==> src/design/DaqPkg.sv <==
`default_nettype none

// Shared types and default ASIC timing for the acquisition controller
package DaqPkg;

    ////////////////////
    // Word widths
    ////////////////////

    localparam int DaqTimeWidth   = 16;  // Programmable times, in Clk cycles
    localparam int StatCountWidth = 16;  // Host statistics counters

    // Time loaded from the host, counted in clock cycles
    typedef logic [DaqTimeWidth-1:0] daqTimeT;

    // Statistics counter, wraps silently at full scale
    typedef logic [StatCountWidth-1:0] statCountT;

    ////////////////////
    // ASIC timing defaults
    ////////////////////

    // Reset hold after power-up, lets the LVDS receivers wake up
    localparam int DefPowerResetCycles = 8;

    // Reset release to first trigger, covers the internal
    // slow and fast clock management of the ASIC
    localparam int DefResetStartCycles = 40;

    // Readout start pulse length
    localparam int DefSroCycles = 16;

endpackage

`default_nettype wire

==> src/design/DaqEventIf.sv <==
`timescale 1ns/1ps
`default_nettype none

// One-cycle events in the Clk domain, built from the ASIC and trigger pins
interface DaqEventIf;

    logic ChipFull;     // ChipSatB fell, ASIC memory full
    logic ReadAllowed;  // ChipSatB rose, readout may start
    logic EndRead;      // EndReadout fell, readout finished
    logic AcqTrigger;   // AcqStart rose, external trigger

    // Synchronizer side
    modport source(output ChipFull, output ReadAllowed, output EndRead, output AcqTrigger);

    // Sequencer side
    modport sink(input ChipFull, input ReadAllowed, input EndRead, input AcqTrigger);

    // Statistics only watch for full memory
    modport monitor(input ChipFull);

endinterface

`default_nettype wire

==> src/design/DaqInputSync.sv <==
`timescale 1ns/1ps
`default_nettype none

// Two-flop synchronizers on the ASIC status and trigger pins,
// followed by registered edge detectors
module DaqInputSync (
    input  logic       Clk,
    input  logic       reset_n,
    input  logic       ChipSatB,     // Low when memory full
    input  logic       EndReadout,   // Active high during readout
    input  logic       AcqStart,     // External trigger
    DaqEventIf.source  Events
);

    localparam int SatBit  = 0;
    localparam int EndBit  = 1;
    localparam int TrigBit = 2;

    // ChipSatB idles high, so its stages come out of reset at 1
    localparam logic [2:0] SyncResetVal = 3'b001;

    logic [2:0] syncQ1;    // First stage may go metastable
    logic [2:0] syncQ2;    // Second stage
    logic       chipFullQ;
    logic       readAllowedQ;
    logic       endReadQ;
    logic       acqTriggerQ;

    always_ff @(posedge Clk or negedge reset_n) begin
        if (!reset_n) begin
            syncQ1 <= SyncResetVal;
            syncQ2 <= SyncResetVal;
        end else begin
            syncQ1 <= {AcqStart, EndReadout, ChipSatB};
            syncQ2 <= syncQ1;
        end
    end

    // Edge found between the stages, then registered once more
    always_ff @(posedge Clk or negedge reset_n) begin
        if (!reset_n) begin
            chipFullQ    <= 1'b0;
            readAllowedQ <= 1'b0;
            endReadQ     <= 1'b0;
            acqTriggerQ  <= 1'b0;
        end else begin
            chipFullQ    <= ~syncQ1[SatBit] & syncQ2[SatBit];    // Falling
            readAllowedQ <= syncQ1[SatBit] & ~syncQ2[SatBit];    // Rising
            endReadQ     <= ~syncQ1[EndBit] & syncQ2[EndBit];    // Falling
            acqTriggerQ  <= syncQ1[TrigBit] & ~syncQ2[TrigBit];  // Rising
        end
    end

    assign Events.ChipFull    = chipFullQ;
    assign Events.ReadAllowed = readAllowedQ;
    assign Events.EndRead     = endReadQ;
    assign Events.AcqTrigger  = acqTriggerQ;

endmodule

`default_nettype wire

==> src/design/AcqSequencer.sv <==
`timescale 1ns/1ps
`default_nettype none

// Acquisition sequencer for one power-pulsed readout ASIC
module AcqSequencer import DaqPkg::*; #(
    parameter int PowerResetCycles = 8,   // Reset hold after power-up
    parameter int ResetStartCycles = 40,  // Reset release to arming
    parameter int SroCycles        = 16   // Readout start pulse length
) (
    input  logic      Clk,
    input  logic      reset_n,
    input  logic      ModuleStart,      // Run enable from host
    input  daqTimeT   AcquisitionTime,  // Window length
    input  daqTimeT   EndHoldTime,      // Done strobe length
    DaqEventIf.sink   Events,
    output logic      ResetB,           // ASIC digital reset, active low
    output logic      StartAcq,         // Acquisition window
    output logic      StartReadout,     // Readout start pulse
    output logic      OnceEnd,          // Done strobe
    output logic      PowerOnAnalog,
    output logic      PowerOnDigital,
    output logic      PowerOnDac,
    output logic      AcqClosedByFull,  // Window closed on full memory
    output logic      OnceDone          // Done strobe starts
);

    typedef enum logic [3:0] {
        StIdle,
        StChipReset,
        StPowerOn,
        StRelease,
        StWaitTrigger,  // Armed
        StAcquire,
        StWaitRead,
        StReadoutStart,
        StWaitReadDone,
        StOnceEnd,
        StAllDone
    } seqStateT;

    seqStateT state;
    daqTimeT  delayCount;     // Shared by every timed state
    logic     analogOnState;
    logic     digitalOnState;

    ////////////////////
    // Sequence FSM
    ////////////////////

    always_ff @(posedge Clk or negedge reset_n) begin
        if (!reset_n) begin
            state           <= StIdle;
            delayCount      <= '0;
            ResetB          <= 1'b1;
            StartAcq        <= 1'b0;
            StartReadout    <= 1'b0;
            OnceEnd         <= 1'b0;
            AcqClosedByFull <= 1'b0;
            OnceDone        <= 1'b0;
        end else begin
            AcqClosedByFull <= 1'b0;  // Pulses last one cycle
            OnceDone        <= 1'b0;
            case (state)
                StIdle: begin
                    if (ModuleStart) begin
                        ResetB <= 1'b0;        // Hold reset through power-up
                        state  <= StChipReset;
                    end
                end
                StChipReset: state <= StPowerOn;
                StPowerOn: begin
                    if (delayCount < daqTimeT'(PowerResetCycles)) begin
                        delayCount <= delayCount + 1'b1;
                    end else begin
                        delayCount <= '0;
                        ResetB     <= 1'b1;
                        state      <= StRelease;
                    end
                end
                StRelease: begin
                    if (delayCount < daqTimeT'(ResetStartCycles)) begin
                        delayCount <= delayCount + 1'b1;
                    end else begin
                        delayCount <= '0;
                        state      <= StWaitTrigger;
                    end
                end
                StWaitTrigger: begin
                    if (!ModuleStart) begin
                        state <= StAllDone;        // Shutdown wins over a trigger
                    end else if (Events.AcqTrigger) begin
                        StartAcq <= 1'b1;
                        state    <= StAcquire;
                    end
                end
                StAcquire: begin
                    // Full memory closes the window early
                    if (Events.ChipFull || delayCount >= AcquisitionTime) begin
                        StartAcq        <= 1'b0;
                        AcqClosedByFull <= Events.ChipFull;
                        delayCount      <= '0;
                        state           <= StWaitRead;
                    end else begin
                        delayCount <= delayCount + 1'b1;
                    end
                end
                StWaitRead: begin
                    if (Events.ReadAllowed) begin
                        StartReadout <= 1'b1;
                        state        <= StReadoutStart;
                    end
                end
                StReadoutStart: begin
                    if (delayCount < daqTimeT'(SroCycles)) begin
                        delayCount <= delayCount + 1'b1;
                    end else begin
                        delayCount   <= '0;
                        StartReadout <= 1'b0;
                        state        <= StWaitReadDone;
                    end
                end
                StWaitReadDone: begin
                    if (Events.EndRead) begin
                        OnceEnd  <= 1'b1;
                        OnceDone <= 1'b1;
                        state    <= StOnceEnd;
                    end
                end
                StOnceEnd: begin
                    if (delayCount < EndHoldTime) begin
                        delayCount <= delayCount + 1'b1;
                    end else begin
                        delayCount <= '0;
                        OnceEnd    <= 1'b0;
                        state      <= StWaitTrigger;  // Rearm
                    end
                end
                StAllDone: state <= StIdle;
                default:   state <= StIdle;
            endcase
        end
    end

    ////////////////////
    // Power pulsing
    ////////////////////

    // Analog and DAC on from chip reset, digital a cycle later
    assign analogOnState  = (state != StIdle) && (state != StAllDone);
    assign digitalOnState = analogOnState && (state != StChipReset);

    always_ff @(posedge Clk or negedge reset_n) begin
        if (!reset_n) begin
            PowerOnAnalog  <= 1'b0;
            PowerOnDigital <= 1'b0;
            PowerOnDac     <= 1'b0;
        end else begin
            PowerOnAnalog  <= analogOnState;   // Registered, so one cycle behind state
            PowerOnDac     <= analogOnState;
            PowerOnDigital <= digitalOnState;
        end
    end

    acqReadoutExclusive: assert property (@(posedge Clk) disable iff (!reset_n)
        !(StartAcq && StartReadout));

    noAcqInReset: assert property (@(posedge Clk) disable iff (!reset_n)
        StartAcq |-> ResetB);

    doneWhilePowered: assert property (@(posedge Clk) disable iff (!reset_n)
        OnceEnd |-> PowerOnDigital);

endmodule

`default_nettype wire

==> src/design/AcqStats.sv <==
`timescale 1ns/1ps
`default_nettype none

// Run statistics for the host, cleared at every run start
module AcqStats import DaqPkg::*; (
    input  logic        Clk,
    input  logic        reset_n,
    input  logic        ModuleStart,
    DaqEventIf.monitor  Events,
    input  logic        AcqClosedByFull,  // From sequencer
    input  logic        OnceDone,         // From sequencer
    output statCountT   AcqCount,         // Completed acquisitions
    output statCountT   FullCount         // Windows closed by full memory
);

    logic moduleStartQ;  // Previous ModuleStart, for the run start edge
    logic runStart;

    assign runStart = ModuleStart & ~moduleStartQ;

    always_ff @(posedge Clk or negedge reset_n) begin
        if (!reset_n) begin
            moduleStartQ <= 1'b0;
        end else begin
            moduleStartQ <= ModuleStart;
        end
    end

    ////////////////////
    // Counters
    ////////////////////

    always_ff @(posedge Clk or negedge reset_n) begin
        if (!reset_n) begin
            AcqCount  <= '0;
            FullCount <= '0;
        end else if (runStart) begin
            AcqCount  <= '0;  // New run starts from zero
            FullCount <= '0;
        end else begin
            if (OnceDone) AcqCount <= AcqCount + 1'b1;           // Wraps
            if (AcqClosedByFull) FullCount <= FullCount + 1'b1;
        end
    end

    // Sequencer reacts to ChipFull on the next edge only
    fullFollowsEvent: assert property (@(posedge Clk) disable iff (!reset_n)
        AcqClosedByFull |-> $past(Events.ChipFull));

endmodule

`default_nettype wire

==> src/design/DaqTop.sv <==
`timescale 1ns/1ps
`default_nettype none

// Slave acquisition controller, one readout ASIC
module DaqTop import DaqPkg::*; #(
    parameter int PowerResetCycles = DefPowerResetCycles,
    parameter int ResetStartCycles = DefResetStartCycles,
    parameter int SroCycles        = DefSroCycles
) (
    input  logic      Clk,
    input  logic      reset_n,
    input  logic      ModuleStart,      // Host run enable
    input  logic      AcqStart,         // External trigger, asynchronous
    input  logic      EndReadout,       // From ASIC, asynchronous
    input  logic      ChipSatB,         // From ASIC, asynchronous
    input  daqTimeT   AcquisitionTime,
    input  daqTimeT   EndHoldTime,
    output logic      ResetB,
    output logic      StartAcq,
    output logic      StartReadout,
    output logic      OnceEnd,
    output logic      PowerOnAnalog,
    output logic      PowerOnDigital,
    output logic      PowerOnDac,
    output statCountT AcqCount,
    output statCountT FullCount
);

    DaqEventIf DaqEventIf_inst();  // Synchronized events

    logic acqClosedByFull;
    logic onceDone;

    DaqInputSync DaqInputSync_inst (
        .Clk        (Clk),
        .reset_n    (reset_n),
        .ChipSatB   (ChipSatB),
        .EndReadout (EndReadout),
        .AcqStart   (AcqStart),
        .Events     (DaqEventIf_inst.source)
    );

    AcqSequencer #(
        .PowerResetCycles (PowerResetCycles),
        .ResetStartCycles (ResetStartCycles),
        .SroCycles        (SroCycles)
    ) AcqSequencer_inst (
        .Clk             (Clk),
        .reset_n         (reset_n),
        .ModuleStart     (ModuleStart),
        .AcquisitionTime (AcquisitionTime),
        .EndHoldTime     (EndHoldTime),
        .Events          (DaqEventIf_inst.sink),
        .ResetB          (ResetB),
        .StartAcq        (StartAcq),
        .StartReadout    (StartReadout),
        .OnceEnd         (OnceEnd),
        .PowerOnAnalog   (PowerOnAnalog),
        .PowerOnDigital  (PowerOnDigital),
        .PowerOnDac      (PowerOnDac),
        .AcqClosedByFull (acqClosedByFull),
        .OnceDone        (onceDone)
    );

    AcqStats AcqStats_inst (
        .Clk             (Clk),
        .reset_n         (reset_n),
        .ModuleStart     (ModuleStart),
        .Events          (DaqEventIf_inst.monitor),
        .AcqClosedByFull (acqClosedByFull),
        .OnceDone        (onceDone),
        .AcqCount        (AcqCount),
        .FullCount       (FullCount)
    );

endmodule

`default_nettype wire

==> config.mk <==
export PLATFORM = sky130hd
export DESIGN_NAME = DaqTop
export DESIGN_NICKNAME = d
export VERILOG_FILES = /design/src/design/DaqPkg.sv /design/src/design/DaqEventIf.sv /design/src/design/DaqInputSync.sv /design/src/design/AcqSequencer.sv /design/src/design/AcqStats.sv /design/src/design/DaqTop.sv
export SDC_FILE = /design/constraint.sdc
export NUM_CORES = 1
export LEC_CHECK = 0
export BUFFER_PORTS_ARGS = -buffer_cell sky130_fd_sc_hd__clkbuf_2
export CAP_MARGIN = 20
export CORE_UTILIZATION = 50
export CTS_BUF_LIST = sky130_fd_sc_hd__clkbuf_4 sky130_fd_sc_hd__clkbuf_8 sky130_fd_sc_hd__clkbuf_16
export DETAILED_ROUTE_END_ITERATION = 10
export PLACE_DENSITY = 0.74
export SLEW_MARGIN = 20
export SYNTH_ARGS = -nofsm -noshare
export SYNTH_HDL_FRONTEND = slang
export SYNTH_SLANG_ARGS = --single-unit
==> constraint.sdc <==
create_clock -name Clk -period 2.6 [get_ports Clk]
set_input_delay 0.52 -clock Clk [delete_from_list [all_inputs] [get_ports Clk]]
set_output_delay 0.52 -clock Clk [all_outputs]
set_load 0.05 [all_outputs]
[Yosys cells after proc, flatten, opt, wreduce, memory -nomap -nowiden]
Index checks and enable logic that the tools add are counted.
Cells by class
  order comparisons: 5
  reductions and logical operators: 17
  $add $sub $neg: 3
  mux-type cells: 38
  equality and inequality tests: 22
  bitwise gates (word level): 10
Operators by type and width (count)
  16-bit 2-to-1 mux: 9
  16-bit one-hot mux with 5 select lines: 1
  16-bit by 1-bit adder with 16-bit output (second input constant): 3
  4-bit 2-to-1 mux: 10
  4-bit one-hot mux with 10 select lines: 1
  2-bit inequality test (second input constant): 9
  4-bit by 3-bit == test with 1-bit output (second input constant): 4
  16-bit greater-or-equal comparator: 1
  16-bit less-than comparator: 1
  16-bit by 4-bit less-than comparator with 1-bit output (second input constant): 1
  16-bit by 5-bit less-than comparator with 1-bit output (second input constant): 1
  16-bit by 6-bit less-than comparator with 1-bit output (second input constant): 1
  1-bit 2-to-1 mux: 13
  2-bit nonzero test: 6
  3-bit AND reduction: 3
  9-bit AND reduction: 1
  4-bit by 2-bit == test with 1-bit output (second input constant): 2
  4-bit == test (second input constant): 2
  1-bit one-hot mux with 2 select lines: 4
  1-bit AND: 5
  1-bit inverter: 5
  5-bit nonzero test: 1
  4-bit by 1-bit == test with 1-bit output (second input constant): 1
  4-bit logical NOT: 1
  8 further kinds: 9
Storage, ports and cells
  input port bits: 38
  flip-flop bits (word level): 71
  output and inout port bits: 39
  word-level logic and storage cells: 114

[Logic depth before layout (Yosys ltp)]
  word-level depth: 4
  gate-level depth with buffers: 9
  depth with buffers taken out: 8

[Hierarchy]
A second synthesis with hierarchy kept.
Unflattened totals
  cell total of the unflattened synthesis: 460
  area total of the unflattened synthesis: 4431.8 µm²
Modules (own cells, without submodules)
  AcqSequencer: instances 1, cells an instance 287, area an instance 2487.4 µm², sequential area each 701.9 µm²
  AcqStats: instances 1, cells an instance 159, area an instance 1664.1 µm², sequential area each 825.8 µm²
  DaqInputSync: instances 1, cells an instance 14, area an instance 280.3 µm², sequential area each 252.7 µm²

[Worst setup path before layout]
OpenSTA, ideal clock, no wires.
  kind: input port to flip-flop
  from: in AcquisitionTime[5]
  to: reg AcqSequencer_inst.state[1]
  setup time: 0.128 ns
  path buffers: 0
  arrival time: 2.136 ns
  data required time: 2.472 ns
  stages: 8
  setup slack: 0.337 ns
  cell sequence: inv_1 > ha_1 > a21o_1 > a221oi_1 > o21ai_0 > a211o_1 > nand4_2 > mux2_1
On the way
  cells in the longest elaborated chain, start to end: 4
RTL lines
  start, declared: RTL line DaqTop.sv:16  | input daqTimeT AcquisitionTime,
  16-bit greater-or-equal comparator: RTL line AcqSequencer.sv:98  | if (Events.ChipFull || delayCount >= AcquisitionTime) begin
  1-bit logical OR: RTL line AcqSequencer.sv:98
  2-bit by 1-bit inequality test with 1-bit output (no line)
  9-bit AND reduction (no line)
  end signal, assigned: RTL line AcqSequencer.sv:93  | state <= StAcquire;
  end signal, assigned: RTL line AcqSequencer.sv:102  | state <= StWaitRead;
  end signal, assigned: RTL line AcqSequencer.sv:110  | state <= StReadoutStart;
  end, declared: RTL line AcqSequencer.sv:41  | seqStateT state;
No other way between the ends.
A chain may end at the register's enable or synchronous reset.

[Worst setup path after layout]
  from: reg AcqSequencer_inst.delayCount[2]
  to: reg AcqSequencer_inst.state[2]
On the way
  cells in the longest elaborated chain, start to end: 4
  elaborated cells on any way between the ends: 12
  those cells by class: order compare: 5; eq/ne: 5; reduce/logical: 2
RTL lines
  start, declared: RTL line AcqSequencer.sv:42  | daqTimeT delayCount;
  start signal, assigned: RTL line AcqSequencer.sv:73  | delayCount <= delayCount + 1'b1;
  start signal, assigned: RTL line AcqSequencer.sv:82  | delayCount <= delayCount + 1'b1;
  start signal, assigned: RTL line AcqSequencer.sv:104  | delayCount <= delayCount + 1'b1;
  16-bit greater-or-equal comparator: RTL line AcqSequencer.sv:98
  1-bit logical OR: RTL line AcqSequencer.sv:98
  2-bit by 1-bit inequality test with 1-bit output (no line)
  9-bit AND reduction (no line) *
Mark *: on every way between the ends. The rest lies on a longest branch, timed or not.

==> summary.txt <==
Drt total wl - 9160 um
Clock Latency Late Sink - 0.35 ns
Total power - 3490 uW
Ys flop type - dfrtp_1
R2R depth - 8
Number of detailed-route iterations in the first pass - 4
Antenna viol nets, final - 0
Final Util - 0.628
CTS tree - built
Max Root-Sink Buffers - 2
Synth Area in Adders - 0.0998
Die boundary height - 94.3 um
Cell taking the most area after synthesis - dfrtp_1
First DRT Iteration DRCs - 171
Vias in the first global route - 3437
GRT overflow - 0
I/O pin total - 77
Die Footprint - 0.00890 mm^2
Mux cell area share after synthesis - 0.0153
Core area - 0.00822 mm^2
Initial core utilization - 0.519
Top-area cell type share of the netlist area - 0.399
Die Wd - 94.3 um
Area grow syn2layout - 21.1%
XOR/XNOR share of the synthesized area - 0.0802
Seq/Total Area, Yosys - 0.418
Vias per cell - 5.30
Post-route design area - 0.00516 mm^2
Syn_nets - 533
PwrDens - 677 mW/mm^2
Port buffer count - 76
Clk slew on worst S/H paths - 0.08 ns
Via count - 3576
Largest family of logic cells by synthesized area - simple AND/OR/NAND/NOR gates
Final Skew - 0.0129 ns
Most common cell after layout, fill and taps aside - clkbuf_2
Max IR drop VDD - 0.316 mV
GRT Total Usage - 0.224
CP startpoint kind - flop
CP max FO - 6
Fmax - 413 MHz
Placed instance count - 656
Wire length per cell - 13.6 um
Synth Area in Simple Gates - 0.198
Initial antenna violation count - 0
Status - completed
Slew @ Worst Pin - 0.411 ns
Synthesized area - 0.00426 mm^2
Most frequent cell on the critical path - a211o_1
Critical-path top delay cell - dfrtp_2
Final Non-Filler Cells - 675
Syn_area_per_cell - 9.24 um^2
Type of the worst min-delay path - primary input to asynchronous set/reset pin
Slew HR - 0.726
Crit path largest cell delay - 0.46 ns
P_leak - 0.00261 uW
GPL Wtd Cong - 0.899
WS Path Type - flop to flop
EDFF count, synth - 0
Buf/Inv on CP - 1
DRC viols - 0
Ys Warns - 0
Setup crit end kind - flop
Post-detail-place hpwl - 6830 um
Sinks on Clock Net - 71
Largest cells by area after synthesis - dfrtp_1, ha_1, nor2_1
Final period demand of the worst path - 2.42 ns
Synth Area in Compound Gates - 0.132
Worst Path Arrival - 2.65 ns
Async set or reset register ratio after synthesis - 1.00
CP Cell Sequence - ha_1, a211o_1, a31oi_1, o21ai_1, buf_4, a211o_1, nand4_2, mux2_1
Largest delay share family, worst path - compound AO/OA/AOI/OAI gates
Row Count - 33
Final net count - 637
Final hold slack - 0.176 ns
Area after DPL - 0.00493 mm^2
Commonest non-fill, non-tap cells in the layout - clkbuf_2, dfrtp_1, nor2_1
Distinct cells, synth - 54
N_diodes - 0
Number of fill cells - 699
Pin count of the biggest net entering global routing - 72
Fin. Hold Viols - 0
Stages on worst setup path - 8
RSZ-0062 raised after global routing - no
Setup-failing EPs final - 0
Hold_buf cts - 0
Final period util - 0.932
H-Tree Depth - 3
Worst endpoint required time - 2.83 ns
Final Slew Violations - 0
First-pass GRT wire length - 15500 um
Root buffer cell - clkbuf_8
#FFs+latches synth - 71
TritonCTS Buffers - 9
Max Cap Viol - 0
Layout cells sized above 1 - 0.265
Gate Count Post-Synth - 461
==> report_power, final <==
part	leakage (uW)	total (uW)	switching, uW	internal, uW
clock network	0.0000989	915	442	472
logic	0.00157	1260	764	494
registers	0.000947	1320	116	1200
total	0.00261	3490	1320	2170
==> cells in the mapped netlist (all sizes together) (3+ instances only) <==
cell    count
dfrtp      68
nor2       49
inv        44
o21ai      35
ha         34
nand2      34
nand3      23
a21oi      20
xor2       20
xnor2      19
nand4      11
nor3       11
and3        9
buf         8
nor2b       8
clkbuf      7
or3         7
and2        5
mux2        4
a211oi      3
a31oi       3
a41oi       3
dfstp       3
nor4        3
o21a        3
==> path summary, 6_finish.rpt <==
| path | start | endpoint | slack (ns) |
|---|---|---|---|
| min reg2reg | DaqInputSync_inst.syncQ1[2] | DaqInputSync_inst.syncQ2[2] | 0.37 |
| min | reset_n | AcqStats_inst.FullCount[6] | 0.18 |
| min in group Clk | ChipSatB | DaqInputSync_inst.syncQ1[0] | 0.28 |
| max in group asynchronous | reset_n | DaqInputSync_inst.syncQ1[0] | 2.07 |
| max | AcqSequencer_inst.delayCount[2] | AcqSequencer_inst.state[2] | 0.18 |
| max reg2reg | AcqSequencer_inst.delayCount[2] | AcqSequencer_inst.state[2] | 0.18 |
==> per-layer routing <==
layer	share of wire	track usage	vias up	wire length, um
met5	0	0	-	0
met4	0.016	0.0885	0	146
met3	0.032	0.0396	14	289
met2	0.51	0.383	72	4640
met1	0.45	0.279	1690	4090
li1	-	-	1800	-
==> cell families (layout without fill, tap and decap cells) <==
family	count (synthesis)	after routing
fa+ha+maj	34	34
compound gates	84	84
mux	6	6
flops	71	71
buf+inv	60	169
simple gates	167	167
xor+xnor	39	39
==> registers in the layout (all words and copies together), names as in the netlist <==
register and cells:
DaqInputSync_inst.syncQ1 3, AcqSequencer_inst.AcqClosedByFull 1, DaqInputSync_inst.Events.EndRead 1, AcqSequencer_inst.state 4, AcqSequencer_inst.PowerOnAnalog 1, AcqSequencer_inst.delayCount 16
DaqInputSync_inst.syncQ2 3, DaqInputSync_inst.Events.ChipFull 1, AcqStats_inst.FullCount 16, AcqStats_inst.moduleStartQ 1, DaqInputSync_inst.Events.AcqTrigger 1, AcqSequencer_inst.OnceDone 1
AcqSequencer_inst.StartAcq 1, AcqSequencer_inst.OnceEnd 1, AcqSequencer_inst.PowerOnDigital 1, AcqSequencer_inst.ResetB 1, AcqSequencer_inst.StartReadout 1, AcqStats_inst.AcqCount 16
DaqInputSync_inst.Events.ReadAllowed 1
==> what timing repair did <==
action                     CTS  global route
pin swaps                    1             0
setup buffers                3             0
setup endpoints to repair   15             1
resized for setup            0             2
==> area by class of cell <==
| class | instances | area, um^2 | area share |
|---|---|---|---|
| Multi-Input combinational cell | 330 | 2240 | 0.434 |
| Sequential cell | 71 | 1780 | 0.345 |
| Timing Repair Buffer | 108 | 633 | 0.123 |
| Inverter | 45 | 169 | 0.0327 |
| Clock buffer | 10 | 138 | 0.0267 |
| Tap cell | 105 | 131 | 0.0255 |
| Clock inverter | 6 | 67.6 | 0.0131 |
==> worst register-to-register path: stages, from the launching register on <==
cell	delay [ns]
dfrtp_2	0.46
ha_1	0.30
a211o_1	0.29
a31oi_1	0.15
o21ai_1	0.14
buf_4	0.16
a211o_1	0.35
nand4_2	0.13
mux2_1	0.33
==> per-stage QoR <==
step           setup slack (ns)  setup TNS (ns)
2_1_floorplan             0.337               0
3_3_place_gp             -0.457           -5.85
3_5_place_dp             -0.544           -7.16
4_1_cts                  0.0952               0
5_1_grt                  0.0483               0
6_report                  0.178               0
No activity file was read; power rests on OpenSTA's default activity.
